===== config.mk =====
export PLATFORM = sky130hd
export DESIGN_NAME = tank_arena
export DESIGN_NICKNAME = d
export VERILOG_FILES = /design/src/logic/tank_pkg.sv /design/src/logic/tank_unit.sv /design/src/logic/arena_mixer.sv /design/src/logic/tank_arena.sv
export SDC_FILE = /design/constraint.sdc
export NUM_CORES = 1
export LEC_CHECK = 0
export ABC_AREA = 0
export BUFFER_PORTS_ARGS = -buffer_cell sky130_fd_sc_hd__buf_2
export CORE_MARGIN = 10
export CORE_UTILIZATION = 40
export CTS_CLUSTER_DIAMETER = 200
export DETAILED_ROUTE_END_ITERATION = 12
export PLACE_DENSITY = 0.56
export SYNTH_ARGS = -nofsm -noshare
export SYNTH_HDL_FRONTEND = slang
export SYNTH_SLANG_ARGS = --single-unit

===== constraint.sdc =====
create_clock -name clk_25m -period 3.4 [get_ports clk_25m]
set_input_delay 0.68 -clock clk_25m [delete_from_list [all_inputs] [get_ports clk_25m]]
set_output_delay 0.68 -clock clk_25m [all_outputs]
set_load 0.01 [all_outputs]

===== src/logic/tank_pkg.sv =====
package tank_pkg;

    typedef logic [9:0] coord_t;
    typedef logic [4:0] btns_t;
    typedef logic [7:0] pixel_t;

    typedef enum logic [1:0]
    {
        DIR_UP    = 2'b00,
        DIR_DOWN  = 2'b01,
        DIR_LEFT  = 2'b10,
        DIR_RIGHT = 2'b11
    } dir_t;

    typedef enum logic [1:0]
    {
        WIN_NONE  = 2'b00,
        WIN_RED   = 2'b01,
        WIN_GREEN = 2'b10
    } winner_t;

    // One-hot button codes, only an exact match is a command
    localparam btns_t BTN_UP    = 5'b00001;
    localparam btns_t BTN_DOWN  = 5'b00010;
    localparam btns_t BTN_LEFT  = 5'b00100;
    localparam btns_t BTN_RIGHT = 5'b01000;
    localparam btns_t BTN_FIRE  = 5'b10000;

    // Sprite boxes
    localparam int TANK_SIZE   = 32;
    localparam int SHOT_LONG   = 16;
    localparam int SHOT_SHORT  = 8;
    localparam int SHOT_OFFSET = 15;

    localparam int FIELD_W = 640;
    localparam int FIELD_H = 480;

    // RGB332 colours
    localparam pixel_t COLOR_BG    = 8'hFF;
    localparam pixel_t COLOR_RED   = 8'hE0;
    localparam pixel_t COLOR_GREEN = 8'h1C;
    localparam pixel_t COLOR_SHOT  = 8'h00;

endpackage


===== src/logic/tank_unit.sv =====
`timescale 1ns/1ps

module tank_unit #(
    parameter int               MOVE_DIV  = 100000,
    parameter int               SHOT_DIV  = 25000,
    parameter tank_pkg::coord_t START_X   = 10'd0,
    parameter tank_pkg::coord_t START_Y   = 10'd0,
    parameter tank_pkg::dir_t   START_DIR = tank_pkg::DIR_UP
) (
    input  logic             clk_25m,
    input  logic             rst_n,
    input  tank_pkg::btns_t  btns,
    input  logic             frozen,
    output tank_pkg::coord_t tank_x,
    output tank_pkg::coord_t tank_y,
    output tank_pkg::dir_t   tank_dir,
    output logic             shot_live,
    output tank_pkg::coord_t shot_x,
    output tank_pkg::coord_t shot_y,
    output tank_pkg::dir_t   shot_dir
);

    import tank_pkg::*;

    localparam int CNT_W = $clog2(((MOVE_DIV > SHOT_DIV) ? MOVE_DIV : SHOT_DIV) + 1);

    logic [1:0] tick;
    logic       move_tick;
    logic       shot_tick;
    logic       dir_cmd;
    dir_t       cmd_dir;
    logic       fire_cmd;
    logic       shot_out;

    // One pixel step, coordinates wrap modulo 1024
    function automatic logic [19:0] step_xy(coord_t x, coord_t y, dir_t d);
        coord_t nx;
        coord_t ny;
        nx = x;
        ny = y;
        case (d)
            DIR_UP:    ny = y - 10'd1;
            DIR_DOWN:  ny = y + 10'd1;
            DIR_LEFT:  nx = x - 10'd1;
            default:   nx = x + 10'd1;
        endcase
        return {nx, ny};
    endfunction

    ////////////////////////////////
    // Tick dividers
    ////////////////////////////////

    // tick[0] moves the tank, tick[1] moves the bullet
    for (genvar i = 0; i < 2; i++)
    begin : g_tick
        localparam int DIV = (i == 0) ? MOVE_DIV : SHOT_DIV;

        logic [CNT_W-1:0] cnt;

        always_ff @(posedge clk_25m or negedge rst_n)
        begin
            if (!rst_n)
            begin
                cnt     <= '0;
                tick[i] <= 1'b0;
            end
            else if (cnt == CNT_W'(DIV - 1))
            begin
                cnt     <= '0;
                tick[i] <= 1'b1;
            end
            else
            begin
                cnt     <= cnt + 1'b1;
                tick[i] <= 1'b0;
            end
        end
    end

    assign move_tick = tick[0];
    assign shot_tick = tick[1];

    ////////////////////////////////
    // Button decode
    ////////////////////////////////

    always_comb
    begin
        dir_cmd = 1'b1;
        cmd_dir = tank_dir;
        case (btns)
            BTN_UP:    cmd_dir = DIR_UP;
            BTN_DOWN:  cmd_dir = DIR_DOWN;
            BTN_LEFT:  cmd_dir = DIR_LEFT;
            BTN_RIGHT: cmd_dir = DIR_RIGHT;
            default:   dir_cmd = 1'b0;
        endcase
    end

    assign fire_cmd = (btns == BTN_FIRE) && !shot_live && !frozen;
    assign shot_out = (shot_x >= coord_t'(FIELD_W)) || (shot_y >= coord_t'(FIELD_H));

    ////////////////////////////////
    // Tank and bullet state
    ////////////////////////////////

    always_ff @(posedge clk_25m or negedge rst_n)
    begin
        if (!rst_n)
        begin
            tank_x    <= START_X;
            tank_y    <= START_Y;
            tank_dir  <= START_DIR;
            shot_live <= 1'b0;
        end
        else
        begin
            if (dir_cmd && !frozen)
                tank_dir <= cmd_dir;
            if (dir_cmd && !frozen && move_tick)
                {tank_x, tank_y} <= step_xy(tank_x, tank_y, cmd_dir);
            // Launch, then retire once the origin is off the field
            if (fire_cmd)
                shot_live <= 1'b1;
            else if (shot_live && shot_out)
                shot_live <= 1'b0;
        end
    end

    always_ff @(posedge clk_25m)
    begin
        if (fire_cmd)
        begin
            shot_x   <= tank_x + coord_t'(SHOT_OFFSET);
            shot_y   <= tank_y + coord_t'(SHOT_OFFSET);
            shot_dir <= tank_dir;
        end
        else if (shot_live && shot_tick && !frozen)
            {shot_x, shot_y} <= step_xy(shot_x, shot_y, shot_dir);
    end

endmodule


===== src/logic/arena_mixer.sv =====
`timescale 1ns/1ps

module arena_mixer (
    input  logic              clk_25m,
    input  logic              rst_n,
    input  tank_pkg::coord_t  pixel_x,
    input  tank_pkg::coord_t  pixel_y,
    input  tank_pkg::coord_t  red_tank_x,
    input  tank_pkg::coord_t  red_tank_y,
    input  tank_pkg::dir_t    red_tank_dir,
    input  logic              red_shot_live,
    input  tank_pkg::coord_t  red_shot_x,
    input  tank_pkg::coord_t  red_shot_y,
    input  tank_pkg::dir_t    red_shot_dir,
    input  tank_pkg::coord_t  green_tank_x,
    input  tank_pkg::coord_t  green_tank_y,
    input  tank_pkg::dir_t    green_tank_dir,
    input  logic              green_shot_live,
    input  tank_pkg::coord_t  green_shot_x,
    input  tank_pkg::coord_t  green_shot_y,
    input  tank_pkg::dir_t    green_shot_dir,
    output tank_pkg::pixel_t  screen_data,
    output tank_pkg::winner_t winner,
    output logic              frozen
);

    import tank_pkg::*;

    logic   red_hit;
    logic   green_hit;
    pixel_t pixel_next;

    // Inclusive box, far edge kept in 11 bits so it cannot wrap
    function automatic logic in_box(coord_t px, coord_t py, coord_t ox, coord_t oy,
                                    int w, int h);
        logic [10:0] x_end;
        logic [10:0] y_end;
        x_end = {1'b0, ox} + 11'(w - 1);
        y_end = {1'b0, oy} + 11'(h - 1);
        return (px >= ox) && ({1'b0, px} <= x_end) && (py >= oy) && ({1'b0, py} <= y_end);
    endfunction

    // Bullet is tall when heading up or down
    function automatic logic on_shot(coord_t px, coord_t py, logic live,
                                     coord_t sx, coord_t sy, dir_t d);
        logic vert;
        vert = (d == DIR_UP) || (d == DIR_DOWN);
        return live && in_box(px, py, sx, sy, vert ? SHOT_SHORT : SHOT_LONG,
                              vert ? SHOT_LONG : SHOT_SHORT);
    endfunction

    ////////////////////////////////
    // Hits and winner
    ////////////////////////////////

    assign red_hit   = red_shot_live &&
                       in_box(red_shot_x, red_shot_y, green_tank_x, green_tank_y,
                              TANK_SIZE, TANK_SIZE);
    assign green_hit = green_shot_live &&
                       in_box(green_shot_x, green_shot_y, red_tank_x, red_tank_y,
                              TANK_SIZE, TANK_SIZE);

    always_ff @(posedge clk_25m or negedge rst_n)
    begin
        if (!rst_n)
            winner <= WIN_NONE;
        else if (winner == WIN_NONE)
        begin
            // Red takes a simultaneous hit
            if (red_hit)
                winner <= WIN_RED;
            else if (green_hit)
                winner <= WIN_GREEN;
        end
    end

    assign frozen = (winner != WIN_NONE);

    ////////////////////////////////
    // Pixel colour
    ////////////////////////////////

    // Bullets on top, then green tank over red tank
    always_comb
    begin
        if (on_shot(pixel_x, pixel_y, green_shot_live, green_shot_x, green_shot_y,
                    green_shot_dir) ||
            on_shot(pixel_x, pixel_y, red_shot_live, red_shot_x, red_shot_y,
                    red_shot_dir))
            pixel_next = COLOR_SHOT;
        else if (in_box(pixel_x, pixel_y, green_tank_x, green_tank_y, TANK_SIZE, TANK_SIZE))
            pixel_next = COLOR_GREEN;
        else if (in_box(pixel_x, pixel_y, red_tank_x, red_tank_y, TANK_SIZE, TANK_SIZE))
            pixel_next = COLOR_RED;
        else
            pixel_next = COLOR_BG;
    end

    always_ff @(posedge clk_25m or negedge rst_n)
    begin
        if (!rst_n)
            screen_data <= COLOR_BG;
        else
            screen_data <= pixel_next;
    end

endmodule


===== src/logic/tank_arena.sv =====
`timescale 1ns/1ps

module tank_arena #(
    parameter int MOVE_DIV = 100000,
    parameter int SHOT_DIV = 25000
) (
    input  logic              clk_25m,
    input  logic              rst_n,
    input  tank_pkg::coord_t  pixel_x,
    input  tank_pkg::coord_t  pixel_y,
    input  tank_pkg::btns_t   red_btns,
    input  tank_pkg::btns_t   green_btns,
    output tank_pkg::pixel_t  screen_data,
    output tank_pkg::winner_t winner
);

    import tank_pkg::*;

    coord_t red_tank_x;
    coord_t red_tank_y;
    dir_t   red_tank_dir;
    logic   red_shot_live;
    coord_t red_shot_x;
    coord_t red_shot_y;
    dir_t   red_shot_dir;

    coord_t green_tank_x;
    coord_t green_tank_y;
    dir_t   green_tank_dir;
    logic   green_shot_live;
    coord_t green_shot_x;
    coord_t green_shot_y;
    dir_t   green_shot_dir;

    logic   frozen;

    ////////////////////////////////
    // Players
    ////////////////////////////////

    // Red starts top left facing down
    tank_unit #(
        .MOVE_DIV  (MOVE_DIV),
        .SHOT_DIV  (SHOT_DIV),
        .START_X   (10'd70),
        .START_Y   (10'd50),
        .START_DIR (DIR_DOWN)
    ) red_unit (
        .clk_25m   (clk_25m),
        .rst_n     (rst_n),
        .btns      (red_btns),
        .frozen    (frozen),
        .tank_x    (red_tank_x),
        .tank_y    (red_tank_y),
        .tank_dir  (red_tank_dir),
        .shot_live (red_shot_live),
        .shot_x    (red_shot_x),
        .shot_y    (red_shot_y),
        .shot_dir  (red_shot_dir)
    );

    // Green starts bottom right facing up
    tank_unit #(
        .MOVE_DIV  (MOVE_DIV),
        .SHOT_DIV  (SHOT_DIV),
        .START_X   (10'd530),
        .START_Y   (10'd400),
        .START_DIR (DIR_UP)
    ) green_unit (
        .clk_25m   (clk_25m),
        .rst_n     (rst_n),
        .btns      (green_btns),
        .frozen    (frozen),
        .tank_x    (green_tank_x),
        .tank_y    (green_tank_y),
        .tank_dir  (green_tank_dir),
        .shot_live (green_shot_live),
        .shot_x    (green_shot_x),
        .shot_y    (green_shot_y),
        .shot_dir  (green_shot_dir)
    );

    ////////////////////////////////
    // Hits and pixels
    ////////////////////////////////

    arena_mixer mixer (
        .clk_25m         (clk_25m),
        .rst_n           (rst_n),
        .pixel_x         (pixel_x),
        .pixel_y         (pixel_y),
        .red_tank_x      (red_tank_x),
        .red_tank_y      (red_tank_y),
        .red_tank_dir    (red_tank_dir),
        .red_shot_live   (red_shot_live),
        .red_shot_x      (red_shot_x),
        .red_shot_y      (red_shot_y),
        .red_shot_dir    (red_shot_dir),
        .green_tank_x    (green_tank_x),
        .green_tank_y    (green_tank_y),
        .green_tank_dir  (green_tank_dir),
        .green_shot_live (green_shot_live),
        .green_shot_x    (green_shot_x),
        .green_shot_y    (green_shot_y),
        .green_shot_dir  (green_shot_dir),
        .screen_data     (screen_data),
        .winner          (winner),
        .frozen          (frozen)
    );

endmodule


==> results.md <==
Power and ir drop:
- IR analysis of the VDD net gives a maximum drop of about 0.36 mV.
- In this run the power density over the cells is between 200 and 250 mW/mm2.
- The total chip power is between 5 and 6 mW.
- The static leakage power is around 9.6 nW.

Logic synthesis:
- Summing the areas of all compound-gate instances in the mapped netlist gives between 10% and 20% of the synthesized area.
- After synthesis, the largest family of logic cells by area is adder cells.
- The share of synthesized flip-flops with an asynchronous set or reset is around 74%.
- The synthesis warning total is 0.
- Of the total synthesized cell area, the portion taken by AND, OR, NAND and NOR gates is 15.3%.
- After synthesis, flip-flops and latches occupy roughly 25% of the total area.
- The portion of synthesized area spent on multiplexers is less than 1%.
- In this run, synthesis inferred 44 flip-flops with an integrated enable.
- The number of different library cells used by synthesis comes to a little under 80.
- After Yosys synthesis, XOR and XNOR cells account for 10.8% of the synthesized area.
- After Yosys synthesis, full adders, half adders and majority gates account for 27.1% of the synthesized area.
- The mapped cell area is between 0.015 and 0.02 mm2.
- Among all flip-flop cells after synthesis, the most frequent one is dfrtp_1.
- The synthesized area per cell is between 8 and 9 um2.
- Synthesis inferred ~170 register bits.
- The number of nets handed over by synthesis was about 2.4k.
- Synthesis handed over a netlist of 1979 instances.

Route:
- Dividing the detail-routed via count by the number of cells gives about 5.4.
- The number of nets with antenna violations after detailed routing is 0.
- In the final routed layout, each cell accounts on average for 18.1 um.
- The routed layout has between 15k and 20k vias.
- The first detailed-routing pass ran for 5 iterations.
- The routed design has a little over 50000 um of wire.
- The residual DRC count is 0.
- The first routing iteration left 1001 violations.

Floorplan:
- The die covers 0.0530 mm2.
- Measured along the y axis, the die boundary spans around 230 um.
- The boundary pin count is 42.
- The placeable core region is roughly 0.043 mm2.
- From left edge to right edge, the die measures approximately 230 um.
- Once the floorplan was initialized, standard cells occupied between 40 and 50% of the core.
- The number of standard-cell rows in the floorplan is 76.

Placement:
- Prior to clock tree synthesis, the placed netlist has a worst setup slack of -0.467 ns.
- The routability congestion estimate from global placement is between 0.8 and 0.9.
- Buffers placed on the I/O ports in this run total just over 40.
- In this run, placement finished with an instance count of about 2.7k.
- After legalization and detailed placement, the total HPWL measured between 40000 and 50000 um.

Clocking:
- The TritonCTS clock tree is built.
- After clock tree synthesis, the clock-pin slew on the worst setup and hold paths is about 0.07 ns.
- The clock tree synthesis step divided the H-tree into 4 levels.
- The total CTS buffers is 17.
- Counting every sink on the clock net gives ~170.
- The number of hold-repair buffers added at the cts stage is 0.
- The buffer type at the clock tree root is clkbuf_16.
- The clock passes through at most 2 buffers.
- The later pin in the worst-skew pair is clocked with a latency of 0.46 ns.

Timing:
- The final clock skew is 0.0114 ns.
- The tightest hold path in the finished design has a slack of ~0.094 ns.
- The setup slack of the critical path after layout is -0.117 ns.
- For the pin with the worst max-slew slack, the measured transition is about 0.91 ns.
- The final-report max-slew violation count was 0.
- The headroom to the max-slew limit is around 39%.
- The final setup violation count is 3.
- The number of hold violations in the final report is 0.
- Static timing analysis puts the maximum clock frequency at between 200 and 300 MHz.
- Setup repair after global routing could not meet its margin everywhere.
- The post-route clock period utilization is 103%.
- After layout, the minimum clock period comes to around 3.5 ns.

Layout:
- The repair_antennas step left the layout with diodes totalling 0.
- Leaving out fill and tap cells, the most frequent cell in the layout is ha_1.
- Measured on the finished design, the core utilization comes to ~47%.
- The top cell types in the final layout, fill and taps aside, are 362 x ha_1, 178 x buf_4, 148 x nand2_1, 147 x a21oi_1, 140 x xnor2_1.
- The area added between synthesis and finish is 16.1%.
- The post-layout instance count excluding filler cells is 2780.
- After the last flow step, the layout net total stands at 2590.
- Of the cells placed in the final design, the portion with a size suffix greater than 1 is between 10% and 20%.

Critical path:
- The critical path starts at red_unit.shot_y[3].
- In this run the critical register-to-register path is launched from red_unit.shot_y[3].
- The peak fanout along the critical path is 3.
- The data required time of the critical path is around 3.8 ns.
- The worst setup path is launched from a flip-flop.
- The setup path with the least slack is of type reg2reg.
- The endpoint kind of the worst setup timing path is a flip-flop.
- For the worst setup path, the data arrival time is a little under 4 ns.

Global routing:
- In the global route stage, overall resource usage came out at about a fifth.
- The via count of the first global-routing pass is approximately 15k.
- The wire length of the first global-routing pass is about 79000 um.
- The number of antenna violations at the first check in global routing is 1.
- Global routing finished with a remaining overflow of 0.
- Entering global routing, the biggest net connects 62 pins.

Run status:
- The flow ran to the end, but the final reports show violations.
- The checks that failed: setup timing.

Flow run:
- Across the run, the number of max-cap violations was 0.

Worst hold path:
- The path type of the worst min-delay path is in2async.
==> cell families after synthesis <==
logic type               Yosys count
AO/OA/AOI/OAI                    481
XOR/XNOR                         219
adder cells (fa/ha/maj)          376
buffers and inverters            169
flip-flops                       167
multiplexers                      11
AND/OR/NAND/NOR                  556
==> worst max-delay path, stage by stage, from the launching register on <==
cell and delay [ns]:
edfxtp_1 0.40, inv_2 0.10, ha_4 0.20, inv_2 0.06
ha_4 0.19, nor2b_1 0.12, o21ai_1 0.13, nand2b_1 0.08
a21o_1 0.16, a21o_1 0.16, a21o_1 0.16, a21oi_2 0.12
xor2_1 0.08, ha_1 0.33, nand3_2 0.08, o21bai_1 0.15
a31oi_1 0.21, o41ai_2 0.12, o211ai_1 0.27, o41ai_2 0.16
nor3_1 0.16
==> through the flow <==
| step | cell area, um2 | setup TNS, ns |
|---|---|---|
| floorplan | 17800 | -0.0239 |
| global placement | 19900 | -1.33 |
| detailed placement | 19900 | -1.71 |
| CTS | 20500 | -0.239 |
| global route | 20500 | -1.09 |
| finish | 20500 | -0.311 |
==> layer usage <==
metal / wire [um] / vias up / global-route usage [%]
met1: 24000 / 7107 / 25.7
met3: 2730 / 70 / 3.05
met5: 7 / - / 0
li1: - / 7564 / -
met4: 1310 / 2 / 6.31
met2: 22200 / 334 / 29.6
==> what timing repair did <==
item	CTS	global route
setup endpoints to repair	3	5
pin swaps	11	1
resized for setup	6	5
buffers inserted	2	0
gates cloned	0	0
==> where the power goes <==
| group | internal (mW) | switching [mW] |
|---|---|---|
| logic | 0.442 | 0.568 |
| clock network | 1.11 | 0.860 |
| registers | 2.08 | 0.0357 |
==> registers in the layout, summed over array words and instances (netlist names) <==
| name | cells |
|---|---|
| green_unit.g_tick.cnt | 34 |
| red_unit.g_tick.cnt | 34 |
| green_unit.shot_x | 10 |
| green_unit.shot_y | 10 |
| green_unit.tank_x | 10 |
| green_unit.tank_y | 10 |
| red_unit.shot_x | 10 |
| red_unit.shot_y | 10 |
| red_unit.tank_x | 10 |
| red_unit.tank_y | 10 |
| mixer.screen_data | 3 |
| green_unit.shot_dir | 2 |
| green_unit.tank_dir | 2 |
| mixer.winner | 2 |
| red_unit.shot_dir | 2 |
| red_unit.tank_dir | 2 |
| green_unit.move_tick | 1 |
| green_unit.shot_live | 1 |
| green_unit.shot_tick | 1 |
| red_unit.move_tick | 1 |
| red_unit.shot_live | 1 |
| red_unit.shot_tick | 1 |
==> Yosys cell counts (all sizes together) (29+ instances only) <==
cell | count | share of area, %
a21o | 57 | 2.4
a21oi | 149 | 4.2
dfrtp | 107 | 15
edfxtp | 44 | 7.5
ha | 364 | 26
inv | 133 | 2.8
nand2 | 149 | 3.2
nand3 | 73 | 2.1
nand4 | 30 | 1.1
nor2 | 134 | 2.9
nor2b | 29 | 1.0
nor3 | 36 | 1.0
o21ai | 127 | 3.6
xnor2 | 141 | 7.0
xor2 | 78 | 3.9
==> cell type report <==
cell class | count | area, um2
Multi-Input combinational cell | 1643 | 12700
Fill cell | 4208 | 22800
Inverter | 133 | 499
Tap cell | 585 | 732
Clock buffer | 22 | 497
Sequential cell | 167 | 4420
Clock inverter | 10 | 91.3
Timing Repair Buffer | 220 | 1570
==> path summary, 6_finish.rpt <==
kind                                              to  slack [ns]  cells past startpoint
max in group asynchronous       mixer.screen_data[6]        2.50                      2
min reg2reg                red_unit.g_tick[1].cnt[0]        0.46                      1
max reg2reg                     mixer.screen_data[1]       -0.12                     20
max                             mixer.screen_data[1]       -0.12                     20
min                               red_unit.tank_y[3]        0.09                      1
min in group clk_25m       red_unit.g_tick[1].cnt[0]        0.46                      1
No activity file was read; power rests on OpenSTA's default activity.
